==> src/hdl/cdp_lut_defines.svh <==
`ifndef CDP_LUT_DEFINES_SVH
`define CDP_LUT_DEFINES_SVH

////////////////////////////////////////////////////////////
// datapath widths
////////////////////////////////////////////////////////////

// sum-of-squares input, 21 bits after the lrn window
`define CDP_SUM_W 21

// table index and fraction
`define CDP_LUT_INDEX_W 10
`define CDP_LUT_FRAC_W 16

////////////////////////////////////////////////////////////
// saturation limits per table
////////////////////////////////////////////////////////////

// x table is 65 entries, last entry is the clamp
`define CDP_X_INDEX_MAX 64
// y table is 257 entries
`define CDP_Y_INDEX_MAX 256

`endif

==> src/hdl/cdp_lut_pkg.sv <==
`include "cdp_lut_defines.svh"

package cdp_lut_pkg;

  // raw input sum
  typedef logic [`CDP_SUM_W-1:0] sum_data_t;
  // widened by one bit, signed where compared
  typedef logic [`CDP_SUM_W:0] sum_wide_t;
  typedef logic [`CDP_LUT_INDEX_W-1:0] lut_index_t;
  typedef logic [`CDP_LUT_FRAC_W-1:0] lut_frac_t;
  // oflow, uflow, frac
  typedef logic [`CDP_LUT_FRAC_W+1:0] lut_info_t;
  // index select field, bits 5:0 signed
  typedef logic [7:0] lut_shift_t;
  typedef logic signed [7:0] lut_ofs_t;

  ////////////////////////////////////////////////////////////
  // shift and saturate, shared by x and y
  ////////////////////////////////////////////////////////////
  function automatic lut_index_t lut_index_shift(
    input  sum_wide_t   value,
    input  lut_shift_t  sel,
    input  int unsigned limit,
    output logic        oflow,
    output lut_frac_t   frac
  );
    // integer part above bit 22, shifted-out bits below
    logic [75:0] shifted;
    logic [53:0] int_part;
    logic [5:0]  amt;
    lut_index_t  index;
    shifted = {32'd0, value, 22'd0};
    if (sel[5]) begin
      // negative select, magnitude 1..32
      amt = {1'b0, ~sel[4:0]} + 6'd1;
      shifted = shifted >> amt;
      frac = shifted[21:6];
    end else begin
      shifted = shifted << sel[4:0];
      frac = '0;
    end
    int_part = shifted[75:22];
    // clamp at the last table entry
    if (int_part >= limit) begin
      index = lut_index_t'(limit);
      oflow = 1'b1;
    end else begin
      index = int_part[`CDP_LUT_INDEX_W-1:0];
      oflow = 1'b0;
    end
    return index;
  endfunction

endpackage

==> src/hdl/cdp_lut_ctrl.sv <==
module cdp_lut_ctrl import cdp_lut_pkg::*; (
  input  logic       nvdla_core_clk,
  input  logic       nvdla_core_rstn,
  input  logic       sum2itp_pvld,
  output logic       sum2itp_prdy,
  input  sum_data_t  sum2itp_pd,
  input  logic       lut_le_function,
  input  lut_ofs_t   lut_le_index_offset,
  input  lut_shift_t lut_le_index_select,
  input  sum_wide_t  lut_le_start_low,
  input  lut_shift_t lut_lo_index_select,
  input  sum_wide_t  lut_lo_start_low,
  input  logic       sqsum_bypass,
  output logic       dp2lut_pvld,
  input  logic       dp2lut_prdy,
  output lut_index_t dp2lut_x_pd,
  output lut_info_t  dp2lut_x_info,
  output lut_index_t dp2lut_y_pd,
  output lut_info_t  dp2lut_y_info
);

  // fork outputs
  sum_wide_t  fork_data;
  logic       exp_mode;
  lut_shift_t y_shift_sel;
  logic       x_in_valid, x_in_ready;
  logic       y_in_valid, y_in_ready;
  // x chain
  logic       x_ofs_valid, x_ofs_ready, x_ofs_uflow;
  sum_wide_t  x_ofs_value;
  logic       x_log_valid, x_log_ready, x_log_uflow;
  sum_wide_t  x_log_value;
  lut_frac_t  x_log_frac;
  logic       x_out_valid, x_out_ready;
  // y chain
  logic       y_ofs_valid, y_ofs_ready, y_ofs_uflow;
  sum_wide_t  y_ofs_value;
  logic       y_out_valid, y_out_ready;

  cdp_lut_in_fork u_in_fork (
    .nvdla_core_clk, .nvdla_core_rstn,
    .sum2itp_pvld, .sum2itp_prdy, .sum2itp_pd,
    .lut_le_function, .lut_lo_index_select, .sqsum_bypass,
    .x_ready(x_in_ready), .y_ready(y_in_ready),
    .x_valid(x_in_valid), .y_valid(y_in_valid),
    .data(fork_data), .exp_mode, .y_shift_sel
  );

  ////////////////////////////////////////////////////////////
  // x table
  ////////////////////////////////////////////////////////////
  cdp_lut_offset_sub u_x_offset (
    .nvdla_core_clk, .nvdla_core_rstn,
    .in_valid(x_in_valid), .in_ready(x_in_ready),
    .in_data(fork_data), .start(lut_le_start_low),
    .out_valid(x_ofs_valid), .out_ready(x_ofs_ready),
    .out_value(x_ofs_value), .out_uflow(x_ofs_uflow)
  );

  cdp_lut_x_log2 u_x_log2 (
    .nvdla_core_clk, .nvdla_core_rstn, .exp_mode,
    .in_valid(x_ofs_valid), .in_ready(x_ofs_ready),
    .in_value(x_ofs_value), .in_uflow(x_ofs_uflow),
    .out_valid(x_log_valid), .out_ready(x_log_ready),
    .out_value(x_log_value), .out_frac(x_log_frac), .out_uflow(x_log_uflow)
  );

  cdp_lut_x_index u_x_index (
    .nvdla_core_clk, .nvdla_core_rstn, .exp_mode,
    .lut_le_index_offset, .lut_le_index_select,
    .in_valid(x_log_valid), .in_ready(x_log_ready),
    .in_value(x_log_value), .in_frac(x_log_frac), .in_uflow(x_log_uflow),
    .out_valid(x_out_valid), .out_ready(x_out_ready),
    .out_index(dp2lut_x_pd), .out_info(dp2lut_x_info)
  );

  ////////////////////////////////////////////////////////////
  // y table
  ////////////////////////////////////////////////////////////
  cdp_lut_offset_sub u_y_offset (
    .nvdla_core_clk, .nvdla_core_rstn,
    .in_valid(y_in_valid), .in_ready(y_in_ready),
    .in_data(fork_data), .start(lut_lo_start_low),
    .out_valid(y_ofs_valid), .out_ready(y_ofs_ready),
    .out_value(y_ofs_value), .out_uflow(y_ofs_uflow)
  );

  cdp_lut_y_shift u_y_shift (
    .nvdla_core_clk, .nvdla_core_rstn, .y_shift_sel,
    .in_valid(y_ofs_valid), .in_ready(y_ofs_ready),
    .in_value(y_ofs_value), .in_uflow(y_ofs_uflow),
    .out_valid(y_out_valid), .out_ready(y_out_ready),
    .out_index(dp2lut_y_pd), .out_info(dp2lut_y_info)
  );

  // x and y leave together
  cdp_lut_out_join u_out_join (
    .x_valid(x_out_valid), .x_ready(x_out_ready),
    .y_valid(y_out_valid), .y_ready(y_out_ready),
    .dp2lut_pvld, .dp2lut_prdy
  );

endmodule

==> src/hdl/cdp_lut_in_fork.sv <==
`include "cdp_lut_defines.svh"

module cdp_lut_in_fork import cdp_lut_pkg::*; (
  input  logic       nvdla_core_clk,
  input  logic       nvdla_core_rstn,
  input  logic       sum2itp_pvld,
  output logic       sum2itp_prdy,
  input  sum_data_t  sum2itp_pd,
  input  logic       lut_le_function,
  input  lut_shift_t lut_lo_index_select,
  input  logic       sqsum_bypass,
  input  logic       x_ready,
  input  logic       y_ready,
  output logic       x_valid,
  output logic       y_valid,
  output sum_wide_t  data,
  output logic       exp_mode,
  output lut_shift_t y_shift_sel
);

  logic bypass_en;

  // mode config, one cycle behind the register inputs
  always_ff @(posedge nvdla_core_clk or negedge nvdla_core_rstn) begin
    if (!nvdla_core_rstn) begin
      exp_mode    <= 1'b0;
      y_shift_sel <= '0;
      bypass_en   <= 1'b0;
    end else begin
      // function 0 selects the exponent table
      exp_mode    <= (lut_le_function == 1'b0);
      y_shift_sel <= lut_lo_index_select;
      bypass_en   <= sqsum_bypass;
    end
  end

  // bypassed sum is already signed data
  assign data = bypass_en ? {sum2itp_pd[`CDP_SUM_W-1], sum2itp_pd} : {1'b0, sum2itp_pd};

  // both tables take the item in the same cycle
  assign x_valid      = sum2itp_pvld & y_ready;
  assign y_valid      = sum2itp_pvld & x_ready;
  assign sum2itp_prdy = x_ready & y_ready;

endmodule

==> src/hdl/cdp_lut_offset_sub.sv <==
module cdp_lut_offset_sub import cdp_lut_pkg::*; (
  input  logic      nvdla_core_clk,
  input  logic      nvdla_core_rstn,
  input  logic      in_valid,
  output logic      in_ready,
  input  sum_wide_t in_data,
  input  sum_wide_t start,
  output logic      out_valid,
  input  logic      out_ready,
  output sum_wide_t out_value,
  output logic      out_uflow
);

  logic load;
  logic below_start;

  // single entry stage
  assign in_ready = ~out_valid | out_ready;
  assign load     = in_valid & in_ready;

  // at or below the window start
  assign below_start = ($signed(in_data) <= $signed(start));

  always_ff @(posedge nvdla_core_clk or negedge nvdla_core_rstn) begin
    if (!nvdla_core_rstn) begin
      out_valid <= 1'b0;
    end else if (load) begin
      out_valid <= 1'b1;
    end else if (out_ready) begin
      out_valid <= 1'b0;
    end
  end

  // payload
  always_ff @(posedge nvdla_core_clk) begin
    if (load) begin
      if (below_start) begin
        out_value <= '0;
        out_uflow <= 1'b1;
      end else begin
        // always positive here
        out_value <= in_data - start;
        out_uflow <= 1'b0;
      end
    end
  end

endmodule

==> src/hdl/cdp_lut_out_join.sv <==
module cdp_lut_out_join (
  input  logic x_valid,
  output logic x_ready,
  input  logic y_valid,
  output logic y_ready,
  output logic dp2lut_pvld,
  input  logic dp2lut_prdy
);

  ////////////////////////////////////////////////////////////
  // x/y output interlock
  ////////////////////////////////////////////////////////////

  // valid only once both tables hold a result
  assign dp2lut_pvld = x_valid & y_valid;

  // pop one side only with the other
  assign x_ready = dp2lut_prdy & y_valid;
  assign y_ready = dp2lut_prdy & x_valid;

  // y usually arrives first and waits here

endmodule

==> src/hdl/cdp_lut_x_index.sv <==
`include "cdp_lut_defines.svh"

module cdp_lut_x_index import cdp_lut_pkg::*; (
  input  logic       nvdla_core_clk,
  input  logic       nvdla_core_rstn,
  input  logic       exp_mode,
  input  lut_ofs_t   lut_le_index_offset,
  input  lut_shift_t lut_le_index_select,
  input  logic       in_valid,
  output logic       in_ready,
  input  sum_wide_t  in_value,
  input  lut_frac_t  in_frac,
  input  logic       in_uflow,
  output logic       out_valid,
  input  logic       out_ready,
  output lut_index_t out_index,
  output lut_info_t  out_info
);

  // stage 1 regs
  logic       s1_valid, s1_ready;
  sum_wide_t  s1_value;
  lut_frac_t  s1_frac;
  logic       s1_uflow;
  logic       load1, load2;
  logic       idx_below;
  // stage 2 combinational
  lut_shift_t shift_sel;
  lut_index_t shift_index;
  lut_frac_t  lin_frac;
  logic       shift_oflow;

  assign in_ready = ~s1_valid | s1_ready;
  assign s1_ready = ~out_valid | out_ready;
  assign load1    = in_valid & in_ready;
  assign load2    = s1_valid & s1_ready;

  ////////////////////////////////////////////////////////////
  // stage 1, exponent index offset
  ////////////////////////////////////////////////////////////
  // only a non-negative offset can push the index below zero
  assign idx_below = ~lut_le_index_offset[7] &
                     (in_value < sum_wide_t'(lut_le_index_offset[6:0]));

  always_ff @(posedge nvdla_core_clk) begin
    if (load1) begin
      s1_frac <= in_frac;
      if (exp_mode && !in_uflow && idx_below) begin
        s1_value <= '0;
        s1_uflow <= 1'b1;
      end else if (exp_mode && !in_uflow) begin
        s1_value <= in_value - {{(`CDP_SUM_W-7){lut_le_index_offset[7]}}, lut_le_index_offset};
        s1_uflow <= 1'b0;
      end else begin
        // linear value, or zero from an input uflow
        s1_value <= in_value;
        s1_uflow <= in_uflow;
      end
    end
  end

  ////////////////////////////////////////////////////////////
  // stage 2, shift and saturate
  ////////////////////////////////////////////////////////////
  // exponent table is indexed by the exponent itself
  assign shift_sel   = exp_mode ? '0 : lut_le_index_select;
  always_comb begin
    shift_index = lut_index_shift(s1_value, shift_sel, `CDP_X_INDEX_MAX, shift_oflow, lin_frac);
  end

  always_ff @(posedge nvdla_core_clk or negedge nvdla_core_rstn) begin
    if (!nvdla_core_rstn) begin
      s1_valid  <= 1'b0;
      out_valid <= 1'b0;
    end else begin
      if (load1) begin
        s1_valid <= 1'b1;
      end else if (s1_ready) begin
        s1_valid <= 1'b0;
      end
      if (load2) begin
        out_valid <= 1'b1;
      end else if (out_ready) begin
        out_valid <= 1'b0;
      end
    end
  end

  always_ff @(posedge nvdla_core_clk) begin
    if (load2) begin
      out_index <= s1_uflow ? '0 : shift_index;
      out_info  <= {~s1_uflow & shift_oflow, s1_uflow, exp_mode ? s1_frac : lin_frac};
    end
  end

endmodule

==> src/hdl/cdp_lut_x_log2.sv <==
`include "cdp_lut_defines.svh"

module cdp_lut_x_log2 import cdp_lut_pkg::*; (
  input  logic      nvdla_core_clk,
  input  logic      nvdla_core_rstn,
  input  logic      exp_mode,
  input  logic      in_valid,
  output logic      in_ready,
  input  sum_wide_t in_value,
  input  logic      in_uflow,
  output logic      out_valid,
  input  logic      out_ready,
  output sum_wide_t out_value,
  output lut_frac_t out_frac,
  output logic      out_uflow
);

  logic      load;
  logic [4:0] lead;
  sum_wide_t aligned;

  assign in_ready = ~out_valid | out_ready;
  assign load     = in_valid & in_ready;

  // leading one, bit 0 alone counts as zero
  always_comb begin
    lead = '0;
    for (int i = 1; i <= `CDP_SUM_W; i++) begin
      if (in_value[i]) begin
        lead = 5'(i);
      end
    end
  end

  // bits below the leading one, left aligned to bit 20
  assign aligned = in_value << (5'd21 - lead);

  always_ff @(posedge nvdla_core_clk or negedge nvdla_core_rstn) begin
    if (!nvdla_core_rstn) begin
      out_valid <= 1'b0;
    end else if (load) begin
      out_valid <= 1'b1;
    end else if (out_ready) begin
      out_valid <= 1'b0;
    end
  end

  always_ff @(posedge nvdla_core_clk) begin
    if (load) begin
      out_uflow <= in_uflow;
      if (exp_mode && !in_uflow && lead != 5'd0) begin
        out_value <= sum_wide_t'(lead);
        // top 16 of the 21-bit mantissa
        out_frac  <= aligned[`CDP_SUM_W-1:`CDP_SUM_W-`CDP_LUT_FRAC_W];
      end else if (exp_mode) begin
        out_value <= '0;
        out_frac  <= '0;
      end else begin
        // linear table, log2 bypassed
        out_value <= in_value;
        out_frac  <= '0;
      end
    end
  end

endmodule

==> src/hdl/cdp_lut_y_shift.sv <==
`include "cdp_lut_defines.svh"

module cdp_lut_y_shift import cdp_lut_pkg::*; (
  input  logic       nvdla_core_clk,
  input  logic       nvdla_core_rstn,
  input  lut_shift_t y_shift_sel,
  input  logic       in_valid,
  output logic       in_ready,
  input  sum_wide_t  in_value,
  input  logic       in_uflow,
  output logic       out_valid,
  input  logic       out_ready,
  output lut_index_t out_index,
  output lut_info_t  out_info
);

  logic       load;
  lut_index_t shift_index;
  lut_frac_t  lin_frac;
  logic       shift_oflow;

  assign in_ready = ~out_valid | out_ready;
  assign load     = in_valid & in_ready;

  // y is linear only
  always_comb begin
    shift_index = lut_index_shift(in_value, y_shift_sel, `CDP_Y_INDEX_MAX, shift_oflow, lin_frac);
  end

  always_ff @(posedge nvdla_core_clk or negedge nvdla_core_rstn) begin
    if (!nvdla_core_rstn) begin
      out_valid <= 1'b0;
    end else if (load) begin
      out_valid <= 1'b1;
    end else if (out_ready) begin
      out_valid <= 1'b0;
    end
  end

  // uflow clears index, oflow and frac
  always_ff @(posedge nvdla_core_clk) begin
    if (load) begin
      out_index <= in_uflow ? '0 : shift_index;
      out_info  <= in_uflow ? {2'b01, `CDP_LUT_FRAC_W'(0)} : {shift_oflow, 1'b0, lin_frac};
    end
  end

endmodule

==> config.mk <==
export PLATFORM = sky130hd
export DESIGN_NAME = cdp_lut_ctrl
export DESIGN_NICKNAME = d
export VERILOG_FILES = /design/src/hdl/cdp_lut_pkg.sv /design/src/hdl/cdp_lut_ctrl.sv /design/src/hdl/cdp_lut_in_fork.sv /design/src/hdl/cdp_lut_offset_sub.sv /design/src/hdl/cdp_lut_out_join.sv /design/src/hdl/cdp_lut_x_index.sv /design/src/hdl/cdp_lut_x_log2.sv /design/src/hdl/cdp_lut_y_shift.sv
export VERILOG_INCLUDE_DIRS = /design/src /design/src/hdl
export SDC_FILE = /design/constraint.sdc
export NUM_CORES = 1
export LEC_CHECK = 0
export ABC_CLOCK_PERIOD_IN_PS = 10000
export BUFFER_PORTS_ARGS = -buffer_cell sky130_fd_sc_hd__buf_4
export CORE_AREA = 2 2 190 192
export DETAILED_ROUTE_END_ITERATION = 8
export DIE_AREA = 0 0 192 194
export HOLD_SLACK_MARGIN = 0.06
export MAX_ROUTING_LAYER = met4
export PLACE_DENSITY = 0.68
export SKIP_LAST_GASP = 1
export SYNTH_ARGS = -nofsm -noshare
export SYNTH_HDL_FRONTEND = slang
export SYNTH_HIERARCHICAL = 1
export SYNTH_SLANG_ARGS = --single-unit
==> constraint.sdc <==
create_clock -name nvdla_core_clk -period 10 [get_ports nvdla_core_clk]
set_input_delay 0.5 -clock nvdla_core_clk [delete_from_list [all_inputs] [get_ports nvdla_core_clk]]
set_output_delay 0.5 -clock nvdla_core_clk [all_outputs]
set_load 0.05 [all_outputs]
* Word-level counts from Yosys, hierarchy flattened *
Index checks and enable logic that the tools add are counted.

word-level totals
  bits in registers = 194
  input port bits = 95
  output and inout port bits = 58
  logic and storage cells = 144

cells by class
  $add $sub $neg = 6
  $lt $le $gt $ge = 5
  shift operators = 5
  multiplexer cells = 51
  bitwise operators = 32
  reductions and logical operators = 17

operators with widths
  operator                                              number
  2-to-1 mux 76 bit                                     2
  left shift 44 x 5 -> 76 bit                           2
  right shift 44 x 6 -> 76 bit                          2
  2-to-1 mux 5 bit                                      22
  subtractor 22 bit                                     3
  >= comparator 54 x 7 -> 1 bit, second input constant  1
  >= comparator 54 x 9 -> 1 bit, second input constant  1
  2-to-1 mux 16 bit                                     3
  less-or-equal comparator 22 bit                       2
  2-to-1 mux 22 bit                                     2
  < comparator 22 bit                                   1
  left shift 22 x 5 -> 21 bit                           1
  2-to-1 mux 1 bit                                      18
  2-to-1 mux 17 bit                                     1
  bitwise AND 1 bit                                     14
  adder 5 x 1 -> 6 bit, second input constant           2
  nonzero test 2 bit                                    6
  inverter 1 bit                                        10
  inverter 5 bit                                        2
  2-to-1 mux 9 bit                                      1
  OR reduction 2 bit                                    4
  2-to-1 mux 7 bit                                      1
  2-to-1 mux 6 bit                                      1
  OR 1 bit                                              6
  other kinds (4)                                       8

* Depth between registers and ports, before layout *
Gate-level depths: netlist of the first run.

  depth after elaboration = 24
  depth in mapped cells = 14
  mapped depth without buffers = 12

* Hierarchy *
Netlist of the first run, hierarchy kept.

modules (own cells, without submodules)
  module              instances  cells each  area an instance (um^2)  sequential area each (um^2)
  cdp_lut_x_index     1          641         6,042.0                  2,062.0
  cdp_lut_offset_sub  2          257         2,311.0                  715.7
  cdp_lut_y_shift     1          389         3,656.0                  865.8
  cdp_lut_x_log2      1          252         2,616.3                  1,196.1
  cdp_lut_in_fork     1          36          436.7                    250.2
  cdp_lut_out_join    1          3           18.8                     0.0

* Worst setup path after synthesis of the first run *
OpenSTA, ideal clock, no wires.

  kind = input -> register
  start point = in lut_le_index_select[0]
  end point = reg u_x_index.out_index[2], data pin
  setup time = 169 ps
  data arrival time = 3,052 ps
  data required time = 9,831 ps
  slack = 6,779 ps
  cell stages on the path = 11
  path buffers = 2
  cell sequence = nor2b_1 buf_6 buf_6 mux4_2 a21oi_2 a211oi_1 a2111oi_2 nand4_1 or4b_1 o21a_1 nor4b_2

between the ends
  cells in the longest elaborated chain, start to end = 7
  elaborated cells between the ends (all ways) = 8
  classes of those cells = add/sub: 1; order compare: 1; shift: 2; mux: 2; bitwise: 1; reduce/logical: 1

RTL lines
  element                              RTL line               text
  start, declared                      cdp_lut_ctrl.sv:9      input lut_shift_t lut_le_index_select,
  2-to-1 mux 6 bit (*)                 cdp_lut_x_index.sv:66  assign shift_sel = exp_mode ? '0 : lut_le_index_select;
  inverter 5 bit                       cdp_lut_pkg.sv:35      amt = {1'b0, ~sel[4:0]} + 6'd1;
  adder 5 x 1 -> 6 bit                 cdp_lut_pkg.sv:35
  right shift 44 x 6 -> 76 bit         cdp_lut_pkg.sv:36      shifted = shifted >> amt;
  2-to-1 mux 76 bit (*)                cdp_lut_pkg.sv:33      if (sel[5]) begin
  >= comparator 54 x 7 -> 1 bit        cdp_lut_pkg.sv:44      if (int_part >= limit) begin
  OR reduction 2 bit (no source line)  -
  end signal, assigned                 cdp_lut_x_index.sv:91  out_index <= s1_uflow ? '0 : shift_index;
  end, declared                        cdp_lut_x_index.sv:16  output lut_index_t out_index,

Every way passes the cells marked *; elsewhere a longest branch is shown, timed or not.
A chain may end at the register's enable or synchronous reset.

* Worst setup path in the final report of the first run *
  start point = reg u_in_fork.exp_mode
  end point = reg u_x_index.out_index[2], data pin

between the ends
  cells in the longest elaborated chain, start to end = 7
  elaborated cells between the ends (all ways) = 8
  classes of those cells = add/sub: 1; order compare: 1; shift: 2; mux: 2; bitwise: 1; reduce/logical: 1

RTL lines
  element                              RTL line               text
  start, declared                      cdp_lut_in_fork.sv:17  output logic exp_mode,
  start signal, assigned               cdp_lut_in_fork.sv:31  exp_mode <= (lut_le_function == 1'b0);
  2-to-1 mux 6 bit (*)                 cdp_lut_x_index.sv:66
  inverter 5 bit                       cdp_lut_pkg.sv:35
  adder 5 x 1 -> 6 bit                 cdp_lut_pkg.sv:35
  right shift 44 x 6 -> 76 bit         cdp_lut_pkg.sv:36
  2-to-1 mux 76 bit (*)                cdp_lut_pkg.sv:33
  >= comparator 54 x 7 -> 1 bit        cdp_lut_pkg.sv:44
  OR reduction 2 bit (no source line)  -

Marked as above.

==> results of run 1 <==
[per-layer routing]
metal	up-vias	track usage (%)	wire, µm
met1	6900	38.9	22200
met4	0	6.33	906
li1	7045	-	-
met3	62	2.64	3100
met5	-	-	0
met2	654	37.7	20600
[report_power, final]
group / internal (W) / switching, W / total [W]
combinational: 0.000657 / 0.00113 / 0.00179
sequential: 0.00120 / 0.000182 / 0.00138
clock: 0.000360 / 0.000334 / 0.000695
total: 0.00222 / 0.00165 / 0.00387
[placed cells by master, fill, tap and decap left out, drive strengths merged, types with 40 or more instances in the layout]
| cell | count |
|---|---|
| buf | 162 |
| nand2 | 159 |
| nor2 | 152 |
| o21ai | 83 |
| nor3 | 41 |
| inv | 110 |
| nand3 | 42 |
| ha | 81 |
| edfxtp | 180 |
| mux2i | 97 |
| mux4 | 40 |
| a21oi | 133 |
[how the worst max path moves through the flow]
stage | from | end
after floorplan | lut_le_index_select[0] | u_x_index/out_index[2]$_SDFFCE_PP0P_
after global placement | u_in_fork/exp_mode$_DFF_PN0_ | u_x_index/out_index[2]$_SDFFCE_PP0P_
after detailed placement | u_x_offset/out_value[10]$_SDFFCE_PP0P_ | u_x_log2/out_frac[13]$_SDFFCE_PN0P_
after CTS | u_in_fork/exp_mode$_DFF_PN0_ | u_x_index/out_index[3]$_SDFFCE_PP0P_
after global routing | u_x_offset/out_value[6]$_SDFFCE_PP0P_ | u_x_log2/out_frac[14]$_SDFFCE_PN0P_
final | u_in_fork/exp_mode$_DFF_PN0_ | u_x_index/out_index[2]$_SDFFCE_PP0P_
[sequential cells by signal, summed over array words and instances, names as in the netlist]
signal,cells
u_x_index/s1_value,22
u_x_log2/out_value,22
u_x_offset/out_value,22
u_y_offset/out_value,22
u_x_index/out_info,18
u_y_shift/out_info,18
u_x_index/s1_frac,16
u_x_log2/out_frac,16
u_x_index/out_index,10
u_y_shift/out_index,10
u_in_fork/y_shift_sel,6
u_in_fork/bypass_en,1
u_in_fork/exp_mode,1
u_x_index/out_valid,1
u_x_index/s1_uflow,1
u_x_index/s1_valid,1
u_x_log2/out_uflow,1
u_x_log2/out_valid,1
u_x_offset/out_uflow,1
u_x_offset/out_valid,1
u_y_offset/out_uflow,1
u_y_offset/out_valid,1
u_y_shift/out_valid,1
[critical path, cell delays in order (launching register included)]
cell	delay [ps]
dfrtp_2	530
buf_4	340
nor2b_2	160
buf_4	330
mux4_2	550
a2bb2oi_1	530
o21bai_1	210
nor4_1	440
or4b_1	520
o21a_1	260
nor4b_2	300
[cell type report]
class / instances / share of cell area, %
inverters: 106 / 2.09
clock inverters: 15 / 1.02
well taps: 461 / 3.03
clock buffers: 17 / 2.23
multi-input cells: 1408 / 55.0
flip-flops and latches: 194 / 30.2
repair buffers: 163 / 6.43
[metrics by stage]
step	std cells	cell area [µm²]	setup WS, ps
final	2364	19100	5600
after global routing	2364	19100	5330
after CTS	2364	19100	5730
after detailed placement	2331	18400	5770
after global placement	2331	18400	5760
after floorplan	1835	17300	6780
==> impl_metrics.json, run 1 <==
{
  "status": "complete, no violations",
  "slew_headroom_pct": 20.3,
  "drtPass1Iterations": 8,
  "die_w_um": 192,
  "tightest_slew_ps": 1200,
  "place.detailed.hpwl_um": 35800,
  "routedWlPerCell_um": 19.8,
  "die-area_um2": 37200,
  "power_density_nw_per_um2": 203,
  "post-layout-total-power_w": 0.00387,
  "antenna_found_initial": 0,
  "setup_violations": 0,
  "post-cts-setup-buffers": 0,
  "grt_pass1_wl_um": 75400,
  "worstReg2RegEnd": "u_x_index/out_index[2]$_SDFFCE_PP0P_",
  "grt_use_total_pct": 26.0,
  "period_minus_slack_ps": 4400,
  "rsz0062_at_grt": "no",
  "syn_area_um2": 17300,
  "antenna_left": 0,
  "core_area_um2": 35200,
  "clock_sinks": 194,
  "htreeDepth": 4,
  "die_h_um": 194,
  "skew_ps": 15.4,
  "grt_overflow_total": 0,
  "maxCapViolations": 0,
  "ctsRootBufferMaster": "clkbuf_16",
  "viasPerCell": 6.20,
  "r2r-start": "u_in_fork/exp_mode$_DFF_PN0_",
  "cp_max_fo": 58,
  "drt-total-wl_um": 46900,
  "port-buffer-count": 148,
  "nets": 2069,
  "n_antenna_cell": 0,
  "cts_resized": 0,
  "hold_buffers": 1,
  "numCtsBuffers": 17,
  "irDropWorstVdd_mv": 0.161,
  "ys_warn_count": 6,
  "cp-start-kind": "flop",
  "grt_start_max_net_pins": 64,
  "synth_area_per_cell_um2": 9.46,
  "worstSetupPathType": "reg -> reg",
  "syn_inst": 1833,
  "drv_slew": 0,
  "finalCritPeriodShare_pct": 44.0,
  "regArea_um2": 5760,
  "placementRows": 69,
  "initial_core_util_pct": 49.2,
  "holdPathEnd": "u_in_fork/y_shift_sel[1]$_DFF_PN0_",
  "arrival_ps": 4650,
  "hold_violations": 0,
  "tns_ps": 0,
  "hp-start": "lut_lo_index_select[1]",
  "crit_required_ps": 10250,
  "multi_input_area_um2": 10500,
  "vias": 14700,
  "nFillCells": 3229,
  "reg2reg_depth": 10,
  "ios": 153,
  "drc": 0,
  "hold_path_class": "in -> reg",
  "fin_hold_ws_ps": 160,
  "hold_depth": 1,
  "power.leakage_nw": 7.56,
  "reg2reg_slack_ps": 5600,
  "place_congestion": 0.959,
  "layout-drive-gt1-share_pct": 17.5,
  "final_util_pct": 54.1,
  "crit_path_end_kind": "flop",
  "cts_tree": "built",
  "initialDrtViolationCount": 1515,
  "clock_path_buffers": 2,
  "clk_pin_slew_ps": 80,
  "fmax_ghz": 0.227,
  "clock_latency_ps": 440,
  "grt_pass1_vias": 13700,
  "areaGrowthSynthToFinish_pct": 9.94
}
No activity file was read; power rests on OpenSTA's default activity.
==> run 2, diff against run 1 <==
--- a/config.mk
+++ b/config.mk
@@ -6,7 +6,7 @@
 export SDC_FILE = /design/constraint.sdc
 export NUM_CORES = 1
 export LEC_CHECK = 0
-export ABC_CLOCK_PERIOD_IN_PS = 10000
+export ABC_CLOCK_PERIOD_IN_PS = 4600
 export BUFFER_PORTS_ARGS = -buffer_cell sky130_fd_sc_hd__buf_4
 export CORE_AREA = 2 2 190 192
 export DETAILED_ROUTE_END_ITERATION = 8
==> constraint.sdc (replaced) <==
create_clock -name nvdla_core_clk -period 4.6 [get_ports nvdla_core_clk]
set_input_delay 0.23 -clock nvdla_core_clk [delete_from_list [all_inputs] [get_ports nvdla_core_clk]]
set_output_delay 0.23 -clock nvdla_core_clk [all_outputs]
set_load 0.05 [all_outputs]
==> impl_metrics.json, run 2 (synthesized netlist as in run 1, its figures left out) <==
{
  "status": "complete, no violations",
  "grt_use_total_pct": 26.5,
  "regArea_um2": 5760,
  "dp_slack_ps": 486,
  "arrival_ps": 4430,
  "drt-total-wl_um": 47900,
  "crit_path_end": "u_x_index/out_index[5]$_SDFFCE_PP0P_",
  "crit_path_end_kind": "flop",
  "cp-start-kind": "flop",
  "p_int_w": 0.00479,
  "cts_resized": 0,
  "crit_required_ps": 4850,
  "grt_util_met3_pct": 2.84,
  "hp-start": "sum2itp_pvld",
  "p_sw_w": 0.00360,
  "cts_tree": "built",
  "die-area_um2": 37200,
  "antenna_found_initial": 0,
  "fin_hold_ws_ps": 170,
  "grt_start_max_net_pins": 43,
  "tns_ps": 0,
  "setup_violations": 0,
  "core_area_um2": 35200,
  "ctsRootBufferMaster": "clkbuf_16",
  "reg2reg_slack_ps": 410,
  "setup_ws_ps": 413,
  "grt_pass1_wl_um": 76900,
  "clk_pin_slew_ps": 80,
  "place_congestion": 0.983,
  "die_h_um": 194,
  "worstSetupStartpoint": "u_in_fork/exp_mode$_DFF_PN0_",
  "period_minus_slack_ps": 4190,
  "numCtsBuffers": 17,
  "initialDrtViolationCount": 1776,
  "port-buffer-count": 148,
  "antenna_left": 0,
  "seq_power_share_pct": 36.1,
  "worstReg2RegEnd": "u_x_index/out_index[5]$_SDFFCE_PP0P_",
  "drv_slew": 0,
  "areaGrowthSynthToFinish_pct": 10.9,
  "n_antenna_cell": 0,
  "layout-drive-gt1-share_pct": 18.1,
  "nets": 2092,
  "initial_core_util_pct": 49.2,
  "skew_ps": 13.3,
  "grt_most_used_layer": "met2",
  "htreeDepth": 4,
  "routedWlPerCell_um": 20.1,
  "irDropWorstVdd_mv": 0.385,
  "rsz0062_at_grt": "no",
  "die_w_um": 192,
  "clock_sinks": 194,
  "drc": 0,
  "clock_path_buffers": 2,
  "hold_violations": 0,
  "vias": 14900,
  "power_density_nw_per_um2": 436,
  "worstSetupPathType": "reg -> reg",
  "hold_path_class": "in -> reg",
  "place.detailed.hpwl_um": 37400,
  "fmax_ghz": 0.239,
  "maxCapViolations": 0,
  "nFillCells": 3176,
  "reg2reg_depth": 9,
  "tightest_slew_ps": 1210,
  "grt_use_met2_pct": 39.6,
  "switching_share_pct": 42.9,
  "met1_usage_pct": 38.8,
  "drtPass1Iterations": 6,
  "clock_latency_ps": 430,
  "grt_pass1_vias": 14000,
  "slew_headroom_pct": 19.3,
  "grt_overflow_total": 0,
  "placementRows": 69,
  "combPwrFrac_pct": 46.7,
  "r2r-start": "u_in_fork/exp_mode$_DFF_PN0_",
  "cp_max_fo": 17,
  "ios": 153,
  "mostFrequentLayoutCells": "edfxtp_1, buf_4, nand2_1",
  "multi_input_area_um2": 10500,
  "viasPerCell": 6.24,
  "p_clk_share_pct": 17.1,
  "layout_commonest_cell": "edfxtp_1",
  "finalCritPeriodShare_pct": 91.0,
  "power.leakage_nw": 7.66
}
run 2: cell count changes in the layout (fill, tap and decap cells not counted):
cell           change
inv_6              +2
clkinv_2           +2
buf_4             +15
dlygate4sd3_1      +8
clkinv_1           -1
clkinvlp_4         -1
clkinv_8           -1
bufinv_16          -1
run 2: timing repair:
action | CTS | global route
setup buffers | 0 | 0
endpoints found under the hold margin | 22 | 0
hold buffers | 9 | 0
run 2: per-stage QoR:
step                util (%)  instance area, µm²  instances  total power [W]
floorplan                  -               17300       1835          0.00582
global placement        52.7               18500       2346          0.00685
detailed placement      52.7               18500       2346          0.00692
CTS                     54.6               19200       2387          0.00837
finish                  54.6               19200       2387          0.00839
global route            54.6               19200       2387          0.00888
run 2: worst min-delay path by stage:
stage | endpoint | slack [ps] | depth (start not counted)
global route | u_x_index/out_info[10]$_DFFE_PP_ | 170 | 2
floorplan | u_in_fork/bypass_en$_DFF_PN0_ | -70 | 0
CTS | u_x_offset/out_valid$_DFFE_PN0P_ | 140 | 3
global placement | u_in_fork/y_shift_sel[4]$_DFF_PN0_ | 100 | 1
finish | u_x_offset/out_valid$_DFFE_PN0P_ | 170 | 3
detailed placement | u_in_fork/y_shift_sel[5]$_DFF_PN0_ | 100 | 1
run 2: cell type report:
cell class / instances / share of cell area, %
Multi-Input combinational cell: 1408 / 54.5
Clock inverter: 15 / 0.852
Clock buffer: 17 / 2.21
Sequential cell: 194 / 29.9
Timing Repair Buffer: 186 / 7.38
Tap cell: 461 / 3.00
Inverter: 106 / 2.07
run 2: power by group through the flow:
stage / combinational [W] / clock (W) / sequential [W]
final: 0.00392 / 0.00144 / 0.00303
after global routing: 0.00425 / 0.00155 / 0.00308
after CTS: 0.00388 / 0.00147 / 0.00302
after detailed placement: 0.00386 / 0 / 0.00306
after global placement: 0.00381 / 0 / 0.00304
after floorplan: 0.00246 / 0 / 0.00336
run 2: layer usage:
| metal | vias up | share of wire (%) |
|---|---|---|
| li1 | 7091 | - |
| met4 | 0 | 1.9 |
| met2 | 696 | 45 |
| met5 | - | 0 |
| met3 | 71 | 7.1 |
| met1 | 7044 | 46 |
run 2: worst max-delay path, stage by stage (launching register included):
cell	delay, ps
dfrtp_2	540
nor2b_2	510
buf_4	280
mux2i_1	350
a2bb2oi_1	550
o21bai_1	210
nor4_1	470
or4b_1	530
o21a_1	270
nor4b_2	290
==> run 3, diff against run 2 <==
--- a/config.mk
+++ b/config.mk
@@ -14,6 +14,7 @@
 export HOLD_SLACK_MARGIN = 0.06
 export MAX_ROUTING_LAYER = met4
 export PLACE_DENSITY = 0.68
+export REMOVE_ABC_BUFFERS = 1
 export SKIP_LAST_GASP = 1
 export SYNTH_ARGS = -nofsm -noshare
 export SYNTH_HDL_FRONTEND = slang
==> impl_metrics.json, run 3 (synthesized netlist as in run 1, its figures left out) <==
{
  "antenna_left": 0,
  "grt_start_max_net_pins": 43,
  "clock_sinks": 194,
  "numCtsBuffers": 17,
  "ios": 153,
  "grt_overflow_total": 0,
  "grt_pass1_vias": 13900,
  "arrival_ps": 4340,
  "fin_hold_ws_ps": 155,
  "die-area_um2": 37200,
  "antenna_found_initial": 0,
  "drtPass1Iterations": 6,
  "cp_max_fo": 20,
  "hold_violations": 0,
  "mostFrequentLayoutCells": "buf_4, edfxtp_1, nand2_1",
  "skew_ps": 16.7,
  "areaGrowthSynthToFinish_pct": 11.3,
  "placementRows": 69,
  "initialDrtViolationCount": 1564,
  "nets": 2097,
  "place_congestion": 0.958,
  "cts_tree": "built",
  "slew_headroom_pct": 18.5,
  "tightest_slew_ps": 1220,
  "grt_use_total_pct": 26.9,
  "viasPerCell": 6.23,
  "power.leakage_nw": 7.70,
  "fmax_ghz": 0.246,
  "place.detailed.hpwl_um": 38300,
  "critPathSlowestCell": "nor2b_1",
  "multi_input_area_um2": 10500,
  "worstSetupPathType": "reg -> reg",
  "regArea_um2": 5760,
  "layout-drive-gt1-share_pct": 18.3,
  "core_area_um2": 35200,
  "initial_core_util_pct": 49.2,
  "fin_area_um2": 19300,
  "hold_path_class": "in -> reg",
  "cp-start-kind": "flop",
  "clock_path_buffers": 2,
  "die_h_um": 194,
  "rsz0062_at_grt": "no",
  "finalCritPeriodShare_pct": 88.4,
  "vias": 14900,
  "reg2reg_slack_ps": 530,
  "crit_path_end_kind": "flop",
  "ctsRootBufferMaster": "clkbuf_16",
  "port-buffer-count": 148,
  "layout_commonest_cell": "buf_4",
  "nFillCells": 3136,
  "status": "complete, no violations",
  "n_antenna_cell": 0,
  "maxCapViolations": 0,
  "irDropWorstVdd_mv": 0.359,
  "period_minus_slack_ps": 4070,
  "crit_path_max_incr_delay_ps": 980,
  "power_density_nw_per_um2": 441,
  "drv_slew": 0,
  "drc": 0,
  "clk_pin_slew_ps": 80,
  "setup_violations": 0,
  "htreeDepth": 4,
  "drt-total-wl_um": 49000,
  "grt_pass1_wl_um": 77200,
  "tns_ps": 0,
  "post-cts-setup-buffers": 0,
  "placedCellCount": 2351,
  "placed_area_um2": 18600,
  "path_cells": "nor2b_1 -> mux4_2 -> a21oi_2 -> a211oi_1 -> a21o_1 -> nor4_1 -> or4b_1 -> o21a_1 -> nor4b_2",
  "layoutNonFillerInstCount": 2392,
  "die_w_um": 192,
  "routedWlPerCell_um": 20.5,
  "clock_latency_ps": 450,
  "crit_required_ps": 4870
}
[run 3: cell count changes in the layout (fill, tap and decap cells not counted)]
cell / delta
buf_4: +5
inv_6: -5
clkinv_2: -2
clkinv_8: +2
inv_12: +2
inv_8: +2
clkinvlp_4: +1
[run 3: critical path: cells and delay by family (launching register included)]
family	cells	cell delay, ps
AND/OR/NAND/NOR	4	2160
AO/OA/AOI/OAI	4	720
multiplexers	1	490
flip-flops	1	530
[run 3: what timing repair did]
item / CTS / global route
hold endpoints to repair: 22 / 0
gates resized for setup: 0 / 0
hold buffers: 9 / 0
[run 3: final cells by class]
| cell class | count | area share (%) |
|---|---|---|
| clock buffers | 17 | 2.20 |
| well taps | 461 | 2.99 |
| clock inverters | 15 | 1.06 |
| multi-input cells | 1408 | 54.3 |
| repair buffers | 191 | 7.54 |
| inverters | 106 | 2.06 |
| flip-flops and latches | 194 | 29.8 |
[run 3: path summary, 6_finish.rpt]
check,startpoint,end,depth (start not counted)
setup / recovery,u_in_fork/exp_mode$_DFF_PN0_,u_x_index/out_index[2]$_SDFFCE_PP0P_,9
max in group asynchronous,nvdla_core_rstn,u_in_fork/exp_mode$_DFF_PN0_,2
hold reg to reg,u_x_log2/out_frac[11]$_SDFFCE_PN0P_,u_x_index/s1_frac[11]$_DFFE_PP_,0
hold / removal,sum2itp_pvld,u_x_offset/out_valid$_DFFE_PN0P_,3
min in group asynchronous,nvdla_core_rstn,u_in_fork/y_shift_sel[0]$_DFF_PN0_,2
setup reg to reg,u_in_fork/exp_mode$_DFF_PN0_,u_x_index/out_index[2]$_SDFFCE_PP0P_,9
[run 3: where the power goes]
part	internal [W]	total, W	switching [W]
sequential	0.00261	0.00304	0.000425
combinational	0.00147	0.00395	0.00248
clock	0.000751	0.00152	0.000768
total	0.00483	0.00851	0.00368
[run 3: metrics by stage]
step | setup slack (ps) | util (%) | power [W]
CTS | 629 | 54.8 | 0.00850
finish | 533 | 54.8 | 0.00851
global placement | 674 | 52.8 | 0.00690
global route | 349 | 54.8 | 0.00899
floorplan | -393 | - | 0.00573
detailed placement | 649 | 52.8 | 0.00696
[run 3: layer usage]
metal	GRT usage, %	vias up	routed length (µm)
met3	2.33	56	3200
li1	-	7118	-
met1	40.2	7083	23100
met4	6.67	0	869
met5	-	-	0
met2	39.5	636	21800
